**config.mk**
```make
export PLATFORM = sky130hd
export DESIGN_NAME = dcache_data_array
export DESIGN_NICKNAME = d
export VERILOG_FILES = /design/src/rtl/dcache_pkg.sv /design/src/rtl/dcache_data_array.sv
export SDC_FILE = /design/constraint.sdc
export NUM_CORES = 2
export LEC_CHECK = 0
export BUFFER_PORTS_ARGS = -buffer_cell sky130_fd_sc_hd__clkbuf_2
export CORE_MARGIN = 4
export CORE_UTILIZATION = 35
export DETAILED_ROUTE_END_ITERATION = 8
export PLACE_DENSITY = 0.54
export SLEW_MARGIN = 20
export SYNTH_ARGS = -nofsm -noshare
export SYNTH_HDL_FRONTEND = slang
export SYNTH_SLANG_ARGS = --single-unit
```
**constraint.sdc**
```tcl
create_clock -name clock -period 7.6 [get_ports clock]
set_input_delay 1.14 -clock clock [delete_from_list [all_inputs] [get_ports clock]]
set_output_delay 1.14 -clock clock [all_outputs]
set_load 0.02 [all_outputs]
```
**src/rtl/dcache_pkg.sv**
```systemverilog
package dcache_pkg;

  // Byte offset within a 32-bit block
  localparam int OFFSET_BITS = 2;

  typedef logic [31:0] addr_t;
  typedef logic [31:0] word_t;

  // Load/store size and extension code
  typedef enum logic [2:0] {
    ACC_B  = 3'd0, // signed byte
    ACC_H  = 3'd1, // signed half
    ACC_W  = 3'd2,
    ACC_BU = 3'd4,
    ACC_HU = 3'd5
  } access_t;

  typedef enum logic [2:0] {
    ST_IDLE,
    ST_LOOKUP,
    ST_WB,        // Victim write request
    ST_WB_WAIT,   // Waiting for write ack
    ST_FILL,      // Refill read request
    ST_FILL_WAIT,
    ST_RESP
  } ctrl_state_t;

endpackage

```
**src/rtl/dcache_data_array.sv**
```systemverilog
`timescale 1ns/1ps
module dcache_data_array
  import dcache_pkg::*;
#(
  parameter int INDEX_BITS = 6,
  localparam int SETS = 1 << INDEX_BITS
) (
  input  logic                  clock,
  input  logic [INDEX_BITS-1:0] lookup_index,
  input  logic                  data_we,
  input  logic                  data_way,
  input  word_t                 data_wdata,
  output word_t                 way0_rdata,
  output word_t                 way1_rdata
);

  word_t mem_q [2][SETS];

  // Both ways read in parallel
  assign way0_rdata = mem_q[0][lookup_index];
  assign way1_rdata = mem_q[1][lookup_index];

  always_ff @(posedge clock) begin
    if (data_we) begin
      mem_q[data_way][lookup_index] <= data_wdata;
    end
  end

endmodule

```
==> reports/qor.yml <==
numCtsBuffers: 422
cts-root-buf: "clkbuf_16"
crit_path_max_fanout: 43
cts_setup_buffers: 0
post-route-util: 0.408
p_total_mw: 48.7
floorplan.initialDensity: 0.352
die_h_um: 672
regMostFlops: "mem_q"
syn-num-nets: 8418
hold_start: "data_wdata[20]"
setup_ws_ns: 0.876
power_leakage_nw: 54.9
layout_min_cycle_time_ns: 6.72
final_cell_area_mm2: 0.179
yosysWarnings: 0
coreArea_mm2: 0.438
synth_top_area_cell: "edfxtp_1"
cts_hold_buffers: 0
synth_common_cells: "edfxtp_1, a221oi_1, a22oi_1, o22ai_1, clkbuf_1"
drive_gt1_frac: 0.172
syn_area_mm2: 0.154
grt_overflow_total: 0
dp_cells: 14200
tns_ns: 0
yosysMostFrequentCell: "edfxtp_1"
max_clock_freq_ghz: 0.149
first_pass_iters: 6
cts_tree: "yes"
grt_start_max_net_pins: 108
reg_top3: "mem_q x4096"
clk_pin_slew_worst_paths_ns: 0.06
critPathLaunchType: "primary input"
layout.nets: 8755
ios: 105
ant_nets: 0
die_x_um: 672
numPortBuffers: 104
largest_register_ffs: 4096
cts_sinks: 4096
required_ns: 6.46
ys_ff_latch: 4096
final-max-slew-violation-count: 0
synth-edff-count: 4096
place_ws_ns: 0.915
final_cell_count_no_fill: 15100
syn_inst: 8377
fillers: 39000
critPathCaptureType: "primary output"
ys.flop_type: "edfxtp_1"
arrival_ns: 5.58
slew_headroom: 0.151
rsz0062_at_grt: "no"
worst_ir_drop_vdd_mv: 0.224
finalCritPeriodShare: 0.885
synth_cell_types: 64
gp_congestion: 0.884
avgSynthCellArea_um2: 18.4
via_per_inst: 6.12
maxCapViolCount: 0
grt_pass1_vias: 88300
min_path_type: "in2reg"
status: "complete, no violations"
syn_to_final_growth_pct: 15.9
rows: 243
route.detailed.drc: 0
cts_max_level: 5
antenna_found_initial: 82
drt_wl_total_um: 552000
routed-via-count: 92300
cts_buffer_depth: 4
startpoint: "lookup_index[2]"
placed_cell_area_mm2: 0.164
synth_top_area_share: 0.798
crit_type: "in2out"
grtUsageTotal: 0.236
p_per_area_mw_per_mm2: 272
ys_top_cells_by_area: "edfxtp_1, a221oi_1, a22oi_1"
hold_viol: 0
grt_pass1_wl_um: 747000
synth-async-reset-ratio: 0
dpl.hpwl_um: 331000
setup-violations-final: 0
drt_iter0_drc: 13500
die_area_mm2: 0.451
postCtsResizedCells: 0
synth-seq-area-share: 0.798
worstMarginPinSlew_ns: 1.27
fin_hold_ws_ns: 0.599
wl_per_cell_um: 36.6
## where the power goes
group          total [mW]  switching [mW]  internal, mW
combinational        2.95            2.23         0.725
clock                20.8            8.71          12.1
sequential           25.0          0.0203          24.9
## cell type report
type | instances | area (µm²) | share of cell area
multi-input cells | 3613 | 29100 | 0.163
diodes | 159 | 398 | 0.00223
clock buffers | 498 | 11000 | 0.0618
well taps | 5880 | 7360 | 0.0412
clock inverters | 263 | 2730 | 0.0152
flip-flops and latches | 4096 | 123000 | 0.688
inverters | 2 | 22.5 | 0.000126
repair buffers | 579 | 5070 | 0.0284
## worst paths after layout
path                                  end  slack (ns)  cells after the start
setup / recovery           way1_rdata[24]        0.88                     10
hold / removal    mem_q[0][276]$_DFFE_PP_        0.60                      1
## layout by cell type (no fill, tap or decap), types with 31 or more instances in the layout
master	Yosys	routed
edfxtp_1	4096	4096
a221oi_1	860	860
a22oi_1	492	492
buf_4	26	441
clkbuf_16	0	431
o22ai_1	361	361
mux2i_1	284	283
nand2_1	259	255
a21oi_1	175	175
diode_2	0	159
o21ai_0	142	142
nor2_1	266	138
mux4_2	138	138
nor2_4	0	130
clkinv_1	0	94
clkinv_2	0	84
nor3_1	89	82
clkbuf_2	2	69
clkbuf_1	295	67
buf_12	0	59
mux2_2	56	56
bufinv_16	0	51
o22a_1	43	43
o211ai_1	33	33
o221ai_1	33	33
a211oi_1	31	31
## logic make-up (layout without fill, tap and decap cells)
logic type / after synthesis / count (layout) / share of synthesized area
other cells: 0 / 159 / 0
simple gates: 785 / 785 / 0.0233
mux: 478 / 478 / 0.0427
compound gates: 2350 / 2350 / 0.115
buf+inv: 668 / 1342 / 0.0208
flops: 4096 / 4096 / 0.798
## worst max-delay path, stage by stage
cell       delay (ns)
buf_8            0.39
buf_4            0.46
buf_4            0.60
nor2_4           0.28
a221oi_1         0.36
a21oi_1          0.11
a2111oi_1        0.97
buf_4            0.25
nand3_1          0.47
clkbuf_2         0.34
## layer usage
metal	track usage	routed length, µm
met5	0	150
met4	0.126	31300
met3	0.0438	56200
met2	0.370	257000
met1	0.312	207000
Power figures use the tool's default switching activity.
