===== src/rtl/dcache_tag_array.sv =====
`timescale 1ns/1ps
module dcache_tag_array #(
  parameter int INDEX_BITS = 6,
  localparam int SETS = 1 << INDEX_BITS,
  localparam int TAG_BITS = 30 - INDEX_BITS
) (
  input  logic                  clock,
  input  logic                  reset,
  input  logic [INDEX_BITS-1:0] lookup_index,
  input  logic [TAG_BITS-1:0]   lookup_tag,
  input  logic                  tag_update,
  input  logic                  tag_way,
  input  logic                  tag_dirty,
  output logic                  hit,
  output logic                  hit_way,
  output logic                  victim_way,
  output logic                  victim_dirty,
  output logic [TAG_BITS-1:0]   victim_tag
);

  logic [TAG_BITS-1:0]    tags_q [SETS][2];
  logic [SETS-1:0][1:0]   valid_q;
  logic [SETS-1:0][1:0]   dirty_q;
  logic [SETS-1:0]        lru_q;   // Names the least recently used way
  logic                   hit0;
  logic                   hit1;
  logic                   keep_dirty;

  assign hit0 = valid_q[lookup_index][0] && (tags_q[lookup_index][0] == lookup_tag);
  assign hit1 = valid_q[lookup_index][1] && (tags_q[lookup_index][1] == lookup_tag);

  assign hit     = hit0 || hit1;
  assign hit_way = hit1;

  // Empty way first, way 0 before way 1
  assign victim_way = !valid_q[lookup_index][0] ? 1'b0 :
                      !valid_q[lookup_index][1] ? 1'b1 : lru_q[lookup_index];

  assign victim_dirty = valid_q[lookup_index][victim_way] && dirty_q[lookup_index][victim_way];
  assign victim_tag   = tags_q[lookup_index][victim_way];

  // A hit on the updated way keeps its dirty state, a refill replaces it
  assign keep_dirty = hit && (hit_way == tag_way) && dirty_q[lookup_index][tag_way];

  always_ff @(posedge clock or posedge reset) begin
    if (reset) begin
      valid_q <= '0;
      dirty_q <= '0;
      lru_q   <= '0;
    end else if (tag_update) begin
      valid_q[lookup_index][tag_way] <= 1'b1;
      dirty_q[lookup_index][tag_way] <= tag_dirty || keep_dirty;
      lru_q[lookup_index]            <= ~tag_way;
    end
  end

  always_ff @(posedge clock) begin
    if (tag_update) begin
      tags_q[lookup_index][tag_way] <= lookup_tag;
    end
  end

endmodule


===== config.mk =====
export PLATFORM = sky130hd
export DESIGN_NAME = dcache_tag_array
export DESIGN_NICKNAME = d
export VERILOG_FILES = /design/src/rtl/dcache_tag_array.sv
export SDC_FILE = /design/constraint.sdc
export NUM_CORES = 2
export LEC_CHECK = 0
export BUFFER_PORTS_ARGS = -buffer_cell sky130_fd_sc_hd__buf_2
export CAP_MARGIN = 5
export CORE_ASPECT_RATIO = 1.1
export CORE_MARGIN = 2
export CORE_UTILIZATION = 60
export DETAILED_ROUTE_END_ITERATION = 8
export PLACE_DENSITY_LB_ADDON = 0.08
export REMOVE_ABC_BUFFERS = 1
export SETUP_SLACK_MARGIN = 0.5
export SYNTH_ARGS = -nofsm -noshare
export SYNTH_HDL_FRONTEND = slang
export SYNTH_SLANG_ARGS = --single-unit

===== constraint.sdc =====
create_clock -name clock -period 11.37 [get_ports clock]
set_clock_uncertainty 0.2 [all_clocks]
set_input_delay 1.137 -clock clock [delete_from_list [all_inputs] [get_ports clock]]
set_output_delay 1.137 -clock clock [all_outputs]
set_load 0.005 [all_outputs]

==> flow_summary_export.csv <==
group,metric,value,unit
power_and_ir_drop,p_sw_frac,0.225,
setup_path,r2r_cells,10,
floorplanning,start_util,0.603,
power_and_ir_drop,comb_power_share,0.072,
clock_network,htree_levels,5,
clock_network,cts_inserted_buffers,343,
timing,setup_viol,0,
cells_and_area,final_cell_mix,"3072 x edfxtp_1, 538 x mux2i_1, 354 x clkbuf_16, 336 x buf_4, 330 x nor2_1",
yosys,synth_top_family_by_area,"multiplexers",
yosys,yosysUniqueCellTypes,79,
power_and_ir_drop,vdd_ir_drop_max,0.000203,V
floorplanning,num_rows,181,
power_and_ir_drop,p_int,0.0209,W
setup_path,cp.required,10.03,ns
clock_network,path_clk_slew,0.06,ns
setup_path,end_kind,"primary output",
yosys,synthTopCellsByArea,"edfxtp_1 69%, dfrtp_1 6.0%, mux4_2 4.2%",
setup_path,cp_data_arrival_time,7.86,ns
min_path,min_path_type,"in -> async",
route,wl_per_cell,42.1,um
cells_and_area,fill_cells,14700,
setup_path,timing.rr.end,"dirty_q[62]",
clock_network,cts-root-buf,"clkbuf_16",
timing,fmax,109,MHz
yosys,yosys.area_share.adder,0,
clock_network,ctsHoldBuffers,0,
yosys,yosysSeqAreaShare,0.752,
power_and_ir_drop,p_switching,0.00607,W
setup_path,worstSetupStartpointType,"input port",
yosys,synth_compound_area_frac,0.0880,
clock_network,tritoncts,"done",
status,status,"complete, but fails checks",
grt,grt_pass1_wl,623,mm
clock_network,ctsResizeCount,0,
yosys,async_flop_share,0.0943,
route,top_layer,"met5",
place,port_buffers,62,
timing,finalSetupTns,0,ns
floorplanning,ios,63,
route,met3_length,55.0,mm
floorplanning,chipHeight,498,um
timing,worst_pin_slew,1.51,ns
yosys,synthFlopType,"edfxtp_1",
timing,finalMaxSlewViolations,5,
yosys,yosys.area.top_type,"edfxtp_1",
place,routabilityCongestion,1.01,
clock_network,cts_setup_buffers,0,
route,vias_per_cell,7.35,
setup_path,r2r-start,"tags_q[62][16]",
place,placed_cells,10200,
route,dr_total_vias,79900,
grt,grt_usage,0.404,
setup_path,ff2ff_setup_slack,5.73,ns
cells_and_area,finalNonFillerCells,10900,
yosys,syn_inst,7436,
floorplanning,coreArea,221000,um^2
cells_and_area,layout.nets,7691,
power_and_ir_drop,power_density,181,nW/um^2
cells_and_area,multi_input_area,30900,um^2
setup_path,cp_max_fo,98,
timing,relSlewSlack,-0.0150,
yosys,synthXorXnorAreaFrac,0.00289,
power_and_ir_drop,power_frac_seq,0.517,
route,drc,0,
yosys,syn_area,133000,um^2
yosys,synth.avg_cell_area,17.9,um^2
status,violations,"capacitance limit, slew limit",
yosys,muxShareOfSynthArea,0.0978,
timing,finalCritPeriodShare,0.809,
timing,rsz0062_at_grt,"false",
floorplanning,die_x,453,um
yosys,yosys_warnings,0,
place,pre_cts_slack,2.93,ns
power_and_ir_drop,leakagePower,50.3,nW
grt,grt_pass1_vias,76700,
yosys,yosys.area_share.simple,0.0389,
cells_and_area,fin_area,149000,um^2
place,hpwl,262,mm
timing,finalWorstSetupSlack,2.18,ns
yosys,synth_top_area_frac,0.692,
yosys,yosys_register_bits,3392,
route,drt_wl_total,458,mm
grt,grt_max_degree,109,
route,drt_iter0_drc,14200,
route,detail-route-antenna-nets,0,
clock_network,clock_path_buffers,4,
cells_and_area,syn_to_final_growth,11.7,%
timing,period_needed,9.19,ns
cells_and_area,fin_util,0.674,
floorplanning,die_area,226000,um^2
clock_network,clock_latency,0.97,ns
place,postPlaceCellArea,138000,um^2
power_and_ir_drop,clockPowerShare,0.411,
setup_path,crit_type,"in -> out",
route,wirelength_met1,155,mm
grt,antenna_found_initial,29,
yosys,synth-edff-count,3072,
route,drt-pass1-iter-count,8,
grt,grt-ovfl-total,0,
timing,finalHoldViolCount,0,
route,met2WireLength,205,mm
cells_and_area,final_common_cell,"edfxtp_1",
flow_run,drv_cap,1,
clock_network,cts.sinks,3392,
cells_and_area,seq_area,100000,um^2
cells_and_area,drive_above_1_share,0.205,
-- cells in the mapped netlist (76+ instances only) --
cell type  instances
mux4_2           251
dfrtp_1          320
o22a_1            81
mux2_2           174
nand2_1          106
clkbuf_1         175
buf_2            170
o22ai_1          201
a21oi_1           90
nor3_1            82
mux2i_1          538
buf_1             76
nor2_1           333
edfxtp_1        3072
o21ai_0          156
or2_2            130
a22oi_1          227
a221oi_1         313
-- metal layers --
| layer | vias up | track usage |
|---|---|---|
| met5 | - | 0.00107 |
| met4 | 14 | 0.304 |
| met3 | 1514 | 0.100 |
| met2 | 6405 | 0.598 |
| met1 | 41100 | 0.520 |
| li1 | 30900 | - |
-- flip-flops by register name, indices dropped and copies added (netlist names) --
name and count:
tags_q 3072, valid_q 128, dirty_q 128, lru_q 64
-- worst max-delay path, cell delays in order --
cell	delay, ns
buf_8	0.19
buf_12	0.26
buf_4	0.53
and2_2	0.28
buf_4	0.31
a221oi_1	0.38
nor2_1	0.07
o21ai_0	0.75
o21ai_0	0.66
nor3_1	0.82
o21bai_4	0.62
mux2i_1	1.15
buf_2	0.28
-- through the flow --
stage          power [W]  hold slack (ns)
2_1_floorplan     0.0150            0.228
3_3_place_gp      0.0160            0.245
3_5_place_dp      0.0160            0.248
4_1_cts           0.0269           0.0813
5_1_grt           0.0275            0.124
6_report          0.0269           0.0561
-- cell families (layout without fill, tap and decap cells) --
group / count (synthesis) / after routing
flip-flops: 3392 / 3392
AO/OA/AOI/OAI: 1507 / 1507
AND/OR/NAND/NOR: 992 / 992
multiplexers: 967 / 967
buffers and inverters: 534 / 1003
XOR/XNOR: 44 / 44
other: 0 / 34
-- layout make-up --
| class | count | share of cell area |
|---|---|---|
| flip-flops and latches | 3392 | 0.673 |
| clock inverters | 157 | 0.00996 |
| diodes | 34 | 0.000571 |
| multi-input cells | 3510 | 0.207 |
| inverters | 13 | 0.000512 |
| repair buffers | 396 | 0.0212 |
| well taps | 2928 | 0.0246 |
| clock buffers | 437 | 0.0628 |
-- how the worst max path moves through the flow --
stage,start,end,slack [ns]
after floorplan,reset,dirty_q[0],1.18
after global placement,lookup_index[1],hit,2.76
after detailed placement,lookup_index[1],victim_tag[8],2.93
after CTS,lookup_index[1],victim_tag[8],2.90
after global routing,lookup_index[1],victim_tag[14],2.53
final,lookup_index[2],victim_tag[14],2.18
-- power groups by stage --
stage / Combinational, W / Clock (W) / Sequential, W
after global routing: 0.00197 / 0.0116 / 0.0139
after detailed placement: 0.00186 / 0 / 0.0142
after global placement: 0.00184 / 0 / 0.0142
after floorplan: 0.000827 / 0 / 0.0141
final: 0.00194 / 0.0111 / 0.0139
after CTS: 0.00187 / 0.0111 / 0.0139
No activity file was read; power rests on OpenSTA's default activity.
