--- config.mk ---
export PLATFORM = sky130hd
export DESIGN_NAME = dcache_ctrl
export DESIGN_NICKNAME = d
export VERILOG_FILES = /design/src/rtl/dcache_pkg.sv /design/src/rtl/dcache_ctrl.sv
export SDC_FILE = /design/constraint.sdc
export NUM_CORES = 1
export LEC_CHECK = 0
export BUFFER_PORTS_ARGS = -buffer_cell sky130_fd_sc_hd__buf_4
export CAP_MARGIN = 10
export CORE_AREA = 3 3 191 193
export CTS_CLUSTER_SIZE = 12
export DETAILED_ROUTE_END_ITERATION = 8
export DIE_AREA = 0 0 194 196
export PLACE_DENSITY_LB_ADDON = 0.15
export SKIP_LAST_GASP = 1
export SYNTH_ARGS = -nofsm -noshare
export SYNTH_HDL_FRONTEND = slang
export SYNTH_SLANG_ARGS = --single-unit
--- constraint.sdc ---
create_clock -name clock -period 4.9 [get_ports clock]
set_input_delay 0.49 -clock clock [delete_from_list [all_inputs] [get_ports clock]]
set_output_delay 0.49 -clock clock [all_outputs]
set_load 0.02 [all_outputs]
--- src/rtl/dcache_pkg.sv ---
package dcache_pkg;

  // Byte offset within a 32-bit block
  localparam int OFFSET_BITS = 2;

  typedef logic [31:0] addr_t;
  typedef logic [31:0] word_t;

  // Load/store size and extension code
  typedef enum logic [2:0] {
    ACC_B  = 3'd0, // signed byte
    ACC_H  = 3'd1, // signed half
    ACC_W  = 3'd2,
    ACC_BU = 3'd4,
    ACC_HU = 3'd5
  } access_t;

  typedef enum logic [2:0] {
    ST_IDLE,
    ST_LOOKUP,
    ST_WB,        // Victim write request
    ST_WB_WAIT,   // Waiting for write ack
    ST_FILL,      // Refill read request
    ST_FILL_WAIT,
    ST_RESP
  } ctrl_state_t;

endpackage

--- src/rtl/dcache_ctrl.sv ---
`timescale 1ns/1ps
module dcache_ctrl
  import dcache_pkg::*;
#(
  parameter int INDEX_BITS = 6,
  localparam int TAG_BITS = 30 - INDEX_BITS
) (
  input  logic                  clock,
  input  logic                  reset,
  input  logic                  req_valid,
  input  logic                  req_write,
  input  addr_t                 req_addr,
  input  access_t               req_access,
  input  word_t                 req_wdata,
  input  logic                  rsp_ready,
  input  logic                  mem_req_ready,
  input  logic                  mem_rsp_valid,
  input  word_t                 mem_rsp_rdata,
  input  logic                  hit,
  input  logic                  hit_way,
  input  logic                  victim_way,
  input  logic                  victim_dirty,
  input  logic [TAG_BITS-1:0]   victim_tag,
  input  word_t                 way_rdata,
  input  word_t                 load_data,
  input  word_t                 merged_data,
  output logic                  req_ready,
  output logic                  rsp_valid,
  output word_t                 rsp_rdata,
  output logic                  mem_req_valid,
  output logic                  mem_req_write,
  output addr_t                 mem_req_addr,
  output word_t                 mem_req_wdata,
  output logic [INDEX_BITS-1:0] lookup_index,
  output logic [TAG_BITS-1:0]   lookup_tag,
  output logic                  tag_update,
  output logic                  tag_way,
  output logic                  tag_dirty,
  output logic                  data_we,
  output logic                  data_way,
  output word_t                 data_wdata,
  output addr_t                 cur_addr,
  output access_t               cur_access,
  output word_t                 cur_wdata,
  output word_t                 fill_word
);

  ctrl_state_t state_q;
  ctrl_state_t state_d;
  logic        cur_write;
  logic        miss_way;    // Victim way held for the whole miss
  word_t       rsp_data_q;
  logic        lookup_hit;
  logic        refill_done;

  assign req_ready = (state_q == ST_IDLE);
  assign rsp_valid = (state_q == ST_RESP);
  assign rsp_rdata = rsp_data_q;

  assign lookup_index = cur_addr[OFFSET_BITS +: INDEX_BITS];
  assign lookup_tag   = cur_addr[OFFSET_BITS + INDEX_BITS +: TAG_BITS];

  // Arrays are untouched during a miss, so victim fields stay stable
  assign mem_req_valid = (state_q == ST_WB) || (state_q == ST_FILL);
  assign mem_req_write = (state_q == ST_WB);
  assign mem_req_addr  = mem_req_write ? {victim_tag, lookup_index, {OFFSET_BITS{1'b0}}}
                                       : {cur_addr[31:OFFSET_BITS], {OFFSET_BITS{1'b0}}};
  assign mem_req_wdata = way_rdata;

  assign fill_word   = mem_rsp_rdata;
  assign lookup_hit  = (state_q == ST_LOOKUP) && hit;
  assign refill_done = (state_q == ST_FILL_WAIT) && mem_rsp_valid;

  assign data_way   = (state_q == ST_LOOKUP) ? hit_way : miss_way;
  assign data_we    = (lookup_hit && cur_write) || refill_done;
  assign data_wdata = cur_write ? merged_data : fill_word;

  // Load hits refresh recency too
  assign tag_update = lookup_hit || refill_done;
  assign tag_way    = data_way;
  assign tag_dirty  = cur_write;

  always_comb begin
    state_d = state_q;
    case (state_q)
      ST_IDLE:      if (req_valid) state_d = ST_LOOKUP;
      ST_LOOKUP: begin
        if (hit) begin
          state_d = ST_RESP;
        end else if (victim_dirty) begin
          state_d = ST_WB;
        end else begin
          state_d = ST_FILL;
        end
      end
      ST_WB:        if (mem_req_ready) state_d = ST_WB_WAIT;
      ST_WB_WAIT:   if (mem_rsp_valid) state_d = ST_FILL;  // Refill only after the ack
      ST_FILL:      if (mem_req_ready) state_d = ST_FILL_WAIT;
      ST_FILL_WAIT: if (mem_rsp_valid) state_d = ST_RESP;
      ST_RESP:      if (rsp_ready) state_d = ST_IDLE;
      default:      state_d = ST_IDLE;
    endcase
  end

  always_ff @(posedge clock or posedge reset) begin
    if (reset) begin
      state_q  <= ST_IDLE;
      miss_way <= 1'b0;
    end else begin
      state_q <= state_d;
      if (state_q == ST_LOOKUP) miss_way <= victim_way;
    end
  end

  always_ff @(posedge clock) begin
    if (req_valid && req_ready) begin
      cur_addr   <= req_addr;
      cur_access <= req_access;
      cur_wdata  <= req_wdata;
      cur_write  <= req_write;
    end
    if (lookup_hit || refill_done) begin
      rsp_data_q <= cur_write ? '0 : load_data;  // Stores answer with zero
    end
  end

endmodule

==> results.py <==
metrics = {
    "status": {
        "status": "completed",
    },
    "final_layout": {
        "fillerInstances": 3690,
        "drive_gt1_frac": 0.7537,
        "antenna_cells": 0,
        "utilization": 0.2384,
        "final_nets": 899,
        "area_delta_synth_final_pct": 66.29,
    },
    "route": {
        "first_pass_iters": 4,
        "routed_via_density": 3.397,
        "ant_nets": 0,
        "drc_errors": 0,
        "route.vias.total": 3835,
        "drt-initial-drc-count": 120,
        "routedWlPerCell_um": 16.30,
        "postRouteWirelength_um": 18400,
    },
    "sta": {
        "setup_ws_ns": 2.212,
        "worst_pin_slew_ns": 0.9826,
        "fmax_mhz": 372.0,
        "drv_slew": 0,
        "worst_hold_slack_ns": 0.2939,
        "max_slew_margin": 0.3449,
        "fin_crit_sh": 0.5487,
        "hold_violations": 0,
        "finClkSkew_ns": 0.005519,
        "rsz0062_at_grt": "no",
        "setup_violations": 0,
        "period_needed_ns": 2.688,
        "fin_setup_tns_ns": 0,
    },
    "die": {
        "core_area_um2": 34710,
        "io-pin-count": 496,
        "die_w_um": 194,
        "start_util": 0.1434,
        "num_rows": 68,
        "die_height_um": 196,
        "dieArea_um2": 38020,
    },
    "clock_network": {
        "clk_latency_ns": 0.36,
        "cts_root_buf": "clkbuf_16",
        "htree_levels": 3,
        "cts_tree": "done",
        "cts_buffers": 9,
        "cts.sinks": 104,
        "post_cts_resized": 0,
        "clock_path_buffers": 2,
        "cts.clk_slew.worst_paths_ns": 0.08,
    },
    "global_route": {
        "grt_pass1_wl_um": 25620,
        "antenna_found_initial": 1,
        "grtUsageTotal": 0.09200,
        "grt_pass1_vias": 3959,
        "overflow": 0,
        "grt_max_degree": 70,
    },
    "worst_setup_path": {
        "cp_max_fo": 23,
        "r2r-start": "state_q[2]$_DFFE_PP0P_",
        "slowest_delay_ns": 0.60,
        "cp_common_cell": "buf_4",
        "r2r_end": "cur_wdata[15]$_DFFE_PP_",
        "endpoint_kind": "primary output",
        "reg2reg_depth": 2,
        "r2r_slack_ns": 2.77,
        "start_kind": "register",
        "required_ns": 4.41,
        "worstPathArrival_ns": 2.20,
        "crit_type": "register to primary output",
        "cp_slowest_cell": "dfrtp_1",
        "path_cells": "nand2_1 -> a21oi_4 -> buf_4 -> buf_4",
    },
    "power_and_ir_drop": {
        "seqPwrFrac": 0.360,
        "power_frac_clock": 0.216,
        "p_comb_frac": 0.424,
        "p_switching_mw": 1.267,
        "p_per_area_nw_per_um2": 424.7,
        "power_leakage_nw": 3.568,
        "ir_drop_mv": 0.2157,
        "p_int_mw": 2.248,
        "p_sw_frac": 0.3605,
    },
    "synthesis": {
        "synth_area_um2": 4977,
        "synth_cells": 338,
        "yosysSeqAreaShare": 0.6234,
        "ys_types": 25,
        "yosysWarnings": 0,
        "yosys_register_bits": 104,
        "syn_area_per_cell_um2": 14.73,
    },
    "worst_hold_path": {
        "hold_path_depth": 1,
        "hold_class": "primary input to register",
        "min_from": "req_wdata[29]",
        "worstHoldEndpoint": "cur_wdata[29]$_DFFE_PP_",
    },
    "job": {
        "maxCapViolations": 0,
    },
    "placement": {
        "place_ws_ns": 2.536,
        "place.gp.congestion": 0.7412,
        "portBuffers": 429,
        "hpwl_um": 15020,
    },
}
how the worst max path moves through the flow:
stage	start	to	slack (ns)	depth (start not counted)
finish	state_q[2]$_DFFE_PP0P_	tag_update	2.21	4
detailed placement	state_q[2]$_DFFE_PP0P_	tag_update	2.54	4
global route	state_q[2]$_DFFE_PP0P_	tag_update	2.00	4
floorplan	state_q[0]$_DFFE_PP0P_	cur_access[0]$_DFFE_PP_	1.71	3
CTS	state_q[2]$_DFFE_PP0P_	tag_update	2.12	4
global placement	state_q[2]$_DFFE_PP0P_	tag_update	2.58	4
routing by layer:
| layer | routed length (um) | vias up | GRT usage |
|---|---|---|---|
| met5 | 7 | - | 0 |
| met4 | 337 | 2 | 0.03777 |
| met3 | 2313 | 18 | 0.04705 |
| met2 | 10220 | 315 | 0.1780 |
| met1 | 5521 | 1753 | 0.07912 |
| li1 | - | 1747 | - |
placed cells by master, fill, tap and decap left out, types with 2 or more instances in the layout:
cell type    n
nor3_1       2
mux2_2      58
clkinv_1     3
inv_1        2
buf_4      433
nand2b_1     2
dfrtp_1      4
nor2b_1     35
edfxtp_1   100
conb_1       2
a21oi_1      2
o21ai_0      2
nand2_1      2
nor2_1       3
clkbuf_16    9
power groups by stage:
stage	Clock [mW]	Sequential [mW]	Combinational, mW
global route	0.846	1.29	1.59
detailed placement	0	1.29	1.52
floorplan	0	1.41	0.802
finish	0.759	1.26	1.49
CTS	0.818	1.27	1.52
global placement	0	1.29	1.53
cell usage after synthesis, drive strengths merged:
master    n  share of area
and2      1         0.0013
conb      1        0.00075
o21ai     2         0.0020
clkbuf    4         0.0030
buf     111           0.17
edfxtp  100           0.60
and3      1         0.0013
a22o      1         0.0018
mux2     58           0.13
a21oi     3         0.0030
nand3b    1         0.0015
xnor2     1         0.0018
o22ai     1         0.0013
o21bai    1         0.0015
nor3b     1         0.0038
nor2      3         0.0023
nor3      2         0.0020
inv       2         0.0015
o221a     1         0.0023
nor2b    35          0.044
nand2     2         0.0015
nand2b    2         0.0025
dfrtp     4          0.020
stage by stage:
step,std cells,cell area (um2),total power [mW]
3_3_place_gp,1112,7971,2.818
3_5_place_dp,1112,7971,2.806
5_1_grt,1129,8277,3.718
6_report,1129,8277,3.515
2_1_floorplan,339,4981,2.208
4_1_cts,1129,8277,3.607
worst max-delay path, delay by kind of cell (launching register included):
kind            cells  cell delay [ns]
buf+inv             2             0.61
flops               1             0.60
compound gates      1             0.42
simple gates        1             0.19
what timing repair did:
| action | in CTS | in global routing |
|---|---|---|
| setup buffers | 0 | 0 |
| hold buffers | 1 | 0 |
| hold endpoints to repair | 4 | 0 |
cell families (layout without fill, tap and decap cells):
kind of cell / after synthesis / after routing / share of synthesized area
compound gates: 9 / 9 / 0.01182
xor+xnor: 1 / 1 / 0.001760
buf+inv: 117 / 452 / 0.1709
flops: 104 / 104 / 0.6234
mux: 58 / 58 / 0.1312
other cells: 1 / 2 / 0.0007534
simple gates: 48 / 48 / 0.06008
flip-flops by register name, summed over array words and instances (netlist names):
signal / flops
cur_addr: 32
cur_wdata: 32
rsp_rdata: 32
cur_access: 3
state_q: 3
miss_way: 1
tag_dirty: 1
area by class of cell:
cell class	count	area, um2	share of cell area
clock inverters	7	70.07	0.008466
repair buffers	434	3261	0.3940
inverters	2	7.507	0.0009070
clock buffers	9	225.2	0.02721
multi-input cells	118	1041	0.1258
flip-flops and latches	104	3103	0.3749
well taps	455	569.3	0.06878
Power figures use the tool's default switching activity.
