File: config.mk
export PLATFORM = sky130hd
export DESIGN_NAME = dcache_byte_lane
export DESIGN_NICKNAME = d
export VERILOG_FILES = /design/src/rtl/dcache_pkg.sv /design/src/rtl/dcache_byte_lane.sv
export SDC_FILE = /design/constraint.sdc
export NUM_CORES = 1
export LEC_CHECK = 0
export BUFFER_PORTS_ARGS = -buffer_cell sky130_fd_sc_hd__buf_2
export CAP_MARGIN = 20
export CORE_MARGIN = 5
export CORE_UTILIZATION = 42
export DETAILED_ROUTE_END_ITERATION = 10
export PLACE_DENSITY = 0.89
export SYNTH_ARGS = -nofsm -noshare
export SYNTH_HDL_FRONTEND = slang
export SYNTH_SLANG_ARGS = --single-unit
File: constraint.sdc
create_clock -name vclk -period 2.3
set_input_delay 0.345 -clock vclk [all_inputs]
set_output_delay 0.345 -clock vclk [all_outputs]
set_load 0.03 [all_outputs]
File: src/rtl/dcache_pkg.sv
package dcache_pkg;

  // Byte offset within a 32-bit block
  localparam int OFFSET_BITS = 2;

  typedef logic [31:0] addr_t;
  typedef logic [31:0] word_t;

  // Load/store size and extension code
  typedef enum logic [2:0] {
    ACC_B  = 3'd0, // signed byte
    ACC_H  = 3'd1, // signed half
    ACC_W  = 3'd2,
    ACC_BU = 3'd4,
    ACC_HU = 3'd5
  } access_t;

  typedef enum logic [2:0] {
    ST_IDLE,
    ST_LOOKUP,
    ST_WB,        // Victim write request
    ST_WB_WAIT,   // Waiting for write ack
    ST_FILL,      // Refill read request
    ST_FILL_WAIT,
    ST_RESP
  } ctrl_state_t;

endpackage

File: src/rtl/dcache_byte_lane.sv
`timescale 1ns/1ps
module dcache_byte_lane
  import dcache_pkg::*;
(
  input  word_t                  line_word,
  input  logic [OFFSET_BITS-1:0] byte_offset,
  input  access_t                access,
  input  word_t                  store_data,
  output word_t                  load_data,
  output word_t                  merged_data
);

  logic [7:0]  byte_sel;
  logic [15:0] half_sel;

  // Halves use the aligned lane only
  assign byte_sel = line_word[{byte_offset, 3'b000} +: 8];
  assign half_sel = line_word[{byte_offset[1], 4'b0000} +: 16];

  always_comb begin
    case (access)
      ACC_B:   load_data = {{24{byte_sel[7]}}, byte_sel};
      ACC_BU:  load_data = {24'b0, byte_sel};
      ACC_H:   load_data = {{16{half_sel[15]}}, half_sel};
      ACC_HU:  load_data = {16'b0, half_sel};
      default: load_data = line_word;
    endcase
  end

  // Store merge, untouched lanes keep the line value
  always_comb begin
    merged_data = line_word;
    case (access)
      ACC_B, ACC_BU: begin
        merged_data[{byte_offset, 3'b000} +: 8] = store_data[7:0];
      end
      ACC_H, ACC_HU: begin
        merged_data[{byte_offset[1], 4'b0000} +: 16] = store_data[15:0];
      end
      default: begin
        merged_data = store_data;
      end
    endcase
  end

endmodule

==> impl_metrics.py, run 1 <==
metrics = {
    "power": {
        "leakagePower_nw": 1.43,
        "powerDensity_nw_per_um2": 304,
        "vdd_drop_max_mv": 0.160,
        "p_total_mw": 0.807,
    },
    "critical_path": {
        "arrival_ps": 1880,
        "path_max_fanout": 8,
        "critPathLaunchType": "primary input",
        "critPathRequiredTime_ps": 1960,
        "crit_type": "primary input to output pin",
        "cp-end-kind": "output pin",
    },
    "finish": {
        "multi_input_area_sq_um": 1680,
        "fin_util_pct": 67.9,
        "syn2layout_area_growth_pct": 59.3,
        "layout.area.seq_sq_um": 0,
        "drive_gt1_share_pct": 52.0,
        "antennaDiodeCount": 0,
        "seq_cells": 0,
        "final_area_sq_um": 2660,
        "final.fill_count": 337,
        "nNetsFinal": 468,
        "n_clock_buffer": 0,
    },
    "die": {
        "die_area_sq_um": 5330,
        "ios": 133,
        "die_h_um": 73.0,
        "die_w_um": 73.0,
        "start_util_pct": 42.6,
        "num_rows": 23,
        "fp.coreArea_sq_um": 3910,
    },
    "synthesis": {
        "yosys-top-cells-area": "nand2_1 14%, mux2i_1 14%, o221ai_1 8.4%",
        "synthTopCellsByCount": "62 x nand2_1, 23 x mux2i_1, 19 x a21oi_1",
        "synth_cells": 250,
        "synth_cell_types": 39,
        "ys_seq_area_share_pct": 0,
        "yosys.area.top_type": "nand2_1",
        "yosysMostFrequentCell": "nand2_1",
        "yosys.area.top_type_share_pct": 14.0,
        "synth.avg_cell_area_sq_um": 6.67,
        "ys_warn_count": 0,
        "netlist_area_sq_um": 1670,
        "syn-num-nets": 324,
    },
    "detailed_routing": {
        "drc_errors": 0,
        "first_iter_violations": 224,
        "viasPerCell": 5.99,
        "wl_per_cell_um": 17.7,
        "drtPass1Iterations": 5,
        "postRouteAntennaNets": 0,
        "wirelength_mm": 7.83,
        "via_count": 2646,
    },
    "timing": {
        "hold_viol_final": 0,
        "fin_crit_ps": 2220,
        "hold_slack_ps": 1050,
        "fmax_mhz": 450,
        "fin_crit_sh_pct": 96.5,
        "worst_slack_ps": 79.8,
        "setup_viol": 0,
        "maxSlewHeadroom_pct": 68.0,
        "maxSlewViolCount": 0,
        "tightestPinTransition_ps": 476,
    },
    "run": {
        "drv_cap": 0,
    },
    "global_route": {
        "grt_antenna_before_repair": 0,
        "grt_pass1_vias": 2568,
        "grt_max_degree": 29,
        "grt_overflow": 0,
        "grt_pass1_wl_mm": 12.2,
        "groute.usage.overall_pct": 28.0,
    },
    "hold_path": {
        "min_path_cells": 4,
        "min_path_type": "primary input to output pin",
    },
    "outcome": {
        "status": "complete, no violations",
    },
    "place": {
        "dp_slack_ps": -87.2,
        "dp_hpwl_mm": 6.19,
        "portBuffers": 133,
        "place_area_sq_um": 2610,
        "gp_routability_congestion": 0.986,
    },
}
-- worst max-delay path, cell delays in order --
cell and delay, ps:
buf_2 120, buf_4 160, nor2b_2 210, or2_1 440, a21oi_4 130, a22o_2 290, buf_2 170
-- kinds of logic after synthesis --
kind of cell | Yosys count | synth area share [%]
AOI/OAI and AO/OA | 81 | 39.0
adders and majority gates | 5 | 3.75
buffers and inverters | 27 | 8.48
muxes | 27 | 16.7
and+or+nand+nor | 110 | 32.0
-- routing by layer --
layer / up-vias / routed length (um) / part of all wire, % / GRT usage (%)
li1: 1223 / - / - / -
met1: 1217 / 2990 / 38 / 35.8
met2: 191 / 3890 / 50 / 49.5
met3: 15 / 821 / 10 / 3.03
met4: 0 / 131 / 1.7 / 6.76
met5: - / 0 / 0 / 0
-- per-stage QoR --
stage	TNS, ps	std cells
floorplan	-5.60	250
global placement	0	442
global route	-6.01	442
detailed placement	-496	442
CTS	0	442
finish	0	442
-- final cells by class --
class | count | share of cell area, %
Inverter | 7 | 1.13
Tap cell | 50 | 2.35
Timing Repair Buffer | 162 | 33.3
Multi-Input combinational cell | 223 | 63.2
-- power by group --
group          leakage, nW  switching (mW)  total, mW  internal, mW
sequential               0               0          0             0
clock                    0               0          0             0
combinational         1.43           0.516      0.807         0.290
-- timing repair --
action	in CTS	in global routing
gates resized for setup	2	7
buffers inserted	0	0
hold endpoints to repair	0	0
hold buffers	0	0
endpoints found under the setup margin	8	18
-- final timing paths --
| check | from | end | slack (ps) |
|---|---|---|---|
| worst max-delay path | byte_offset[1] | merged_data[0] | 80 |
| worst min-delay path | store_data[13] | merged_data[13] | 1050 |
-- cell usage in the layout (no fill, tap or decap), drive strengths merged --
| master | synthesis | routed |
|---|---|---|
| nor2b | 18 | 18 |
| ha | 5 | 5 |
| clkbuf | 6 | 1 |
| and2 | 1 | 1 |
| a22o | 15 | 15 |
| clkinvlp | 0 | 1 |
| mux2i | 23 | 23 |
| a22oi | 7 | 7 |
| a221o | 8 | 8 |
| nor4bb | 1 | 1 |
| o2bb2ai | 1 | 1 |
| a211oi | 1 | 1 |
| a21oi | 21 | 21 |
| nand2 | 62 | 62 |
| a222oi | 4 | 4 |
| nor4b | 2 | 2 |
| nand2b | 3 | 3 |
| o21ai | 6 | 6 |
| inv | 6 | 6 |
| nor4 | 1 | 1 |
| o32ai | 1 | 1 |
| o21bai | 1 | 1 |
| nor3 | 2 | 2 |
| mux2 | 4 | 4 |
| o221ai | 16 | 16 |
| buf | 14 | 161 |
| or3 | 1 | 1 |
| or2 | 2 | 2 |
| nor2 | 17 | 17 |
(Power assumes the default switching activity.)
==> inputs of run 2 (changes only) <==
- BUFFER_PORTS_ARGS: -buffer_cell sky130_fd_sc_hd__buf_2 -> default
- CORE_UTILIZATION: 42 -> 60
- DONT_BUFFER_PORTS: default -> 1
- PLACE_DENSITY: 0.89 -> 0.8
- RECOVER_POWER: default -> 100
==> run 2 against run 1 <==
Net effect: critical path depth unchanged; utilization increased by 4.6 points; count of clock-buffer cells in the layout unchanged; cell count down 29%; via count down 14%; wire length shrank 11%; first-iteration DRC count increased by 43%; worst hold slack got worse by 150 ps; largest cell class unchanged; largest power group unchanged; highest routed layer unchanged.
==> impl_metrics.py, run 2 (synthesis gave the netlist of run 1 again) <==
metrics = {
    "outcome": {
        "status": "complete, no violations",
    },
    "hold_path": {
        "holdPathEnd": "merged_data[5]",
        "min_path_cells": 1,
        "min_path_type": "primary input to output pin",
        "hp-start": "store_data[5]",
    },
    "critical_path": {
        "critPathRequiredTime_ps": 1960,
        "crit_type": "primary input to output pin",
        "critPathLaunchType": "primary input",
        "arrival_ps": 1880,
        "path_max_fanout": 34,
        "cp-end-kind": "output pin",
    },
    "timing": {
        "hold_viol_final": 0,
        "fmax_mhz": 449,
        "rsz0062_at_grt": "no",
        "tightestPinTransition_ps": 687,
        "fin_crit_ps": 2230,
        "fin_crit_sh_pct": 96.8,
        "maxSlewViolCount": 0,
        "maxSlewHeadroom_pct": 54.1,
        "finalSetupTns_ps": 0,
        "hold_slack_ps": 901,
        "setup_viol": 0,
    },
    "die": {
        "die_area_sq_um": 3930,
        "fp.coreArea_sq_um": 2710,
        "die_w_um": 62.7,
        "die_h_um": 62.7,
        "num_rows": 19,
        "ios": 133,
        "start_util_pct": 61.5,
    },
    "clock_tree": {
        "post_cts_buffers": 0,
        "cts_hold_buf": 0,
    },
    "detailed_routing": {
        "drc_errors": 0,
        "viasPerCell": 7.25,
        "drtPass1Iterations": 6,
        "postRouteAntennaNets": 0,
        "first_iter_violations": 321,
        "wirelength_mm": 6.94,
        "via_count": 2263,
        "wl_per_cell_um": 22.2,
    },
    "place": {
        "gp_routability_congestion": 0.930,
        "portBuffers": 0,
        "dp_hpwl_mm": 5.24,
    },
    "power": {
        "leakagePower_nw": 0.929,
        "powerDensity_nw_per_um2": 309,
        "vdd_drop_max_mv": 0.218,
        "p_total_mw": 0.608,
    },
    "finish": {
        "drive_gt1_share_pct": 25.6,
        "layout.cells.most_common": "nand2_1",
        "nNetsFinal": 357,
        "layout.area.seq_sq_um": 0,
        "syn2layout_area_growth_pct": 17.9,
        "n_clock_buffer": 0,
        "seq_cells": 0,
        "antennaDiodeCount": 0,
        "fin_util_pct": 72.5,
        "final_cell_mix": "62 x nand2_1, 23 x mux2i_1, 21 x clkbuf_2",
    },
    "global_route": {
        "grt_pass1_wl_mm": 10.5,
        "grt_overflow": 0,
        "grt_antenna_before_repair": 0,
        "grt_max_degree": 60,
        "grt_pass1_vias": 2178,
        "groute.usage.overall_pct": 31.5,
    },
    "run": {
        "drv_cap": 0,
    },
}
-- run 2: cell count changes in the layout (fill, tap and decap cells not counted), sizes merged --
cell,previous run,this run
clkinv,0,1
buf,161,22
clkbuf,1,29
clkinvlp,1,0
-- run 2: metrics by stage --
step	instance area [sq um]	instances	worst slack, ps
5_1_grt	1970	312	24.3
6_report	1970	312	73.1
3_3_place_gp	2100	312	178
4_1_cts	2100	312	67.9
3_5_place_dp	2100	312	70.3
2_1_floorplan	1780	250	-5.60
-- run 2: where the power goes --
part	leakage, nW	internal (mW)	total [mW]	switching [mW]
combinational	0.929	0.198	0.608	0.411
clock	0	0	0	0
sequential	0	0	0	0
-- run 2: repair_timing --
action | in CTS | in global routing
gates resized for setup | 0 | 1
hold endpoints to repair | 0 | 0
endpoints found under the setup margin | 0 | 7
-- run 2: final cells by class --
cell class,count,area (sq um)
multi-input cells,223,1610
fillers,238,744
repair buffers,51,293
well taps,31,38.8
inverters,7,26.3
-- run 2: worst max path at each step --
| stage | slack, ps | to | cells past startpoint | from |
|---|---|---|---|---|
| after global placement | 180 | merged_data[0] | 5 | byte_offset[1] |
| after CTS | 70 | merged_data[0] | 5 | byte_offset[1] |
| after global routing | 20 | merged_data[13] | 8 | byte_offset[1] |
| final | 70 | merged_data[31] | 7 | byte_offset[1] |
| after floorplan | -6 | merged_data[24] | 6 | byte_offset[1] |
| after detailed placement | 70 | merged_data[1] | 5 | byte_offset[1] |
-- run 2: routing by layer --
metal	part of all wire (%)	vias up	track usage [%]	wire length (um)
met5	0	-	0	0
met4	3.2	0	11.7	220
met3	14	24	7.19	964
met2	50	196	55.2	3440
met1	33	1042	36.9	2310
li1	-	1001	-	-
-- run 2: critical path: stages --
cell	delay [ps]
clkinv_1	100
ha_1	370
nor4b_4	260
clkbuf_1	300
a21oi_1	130
o221ai_2	140
clkbuf_2	230
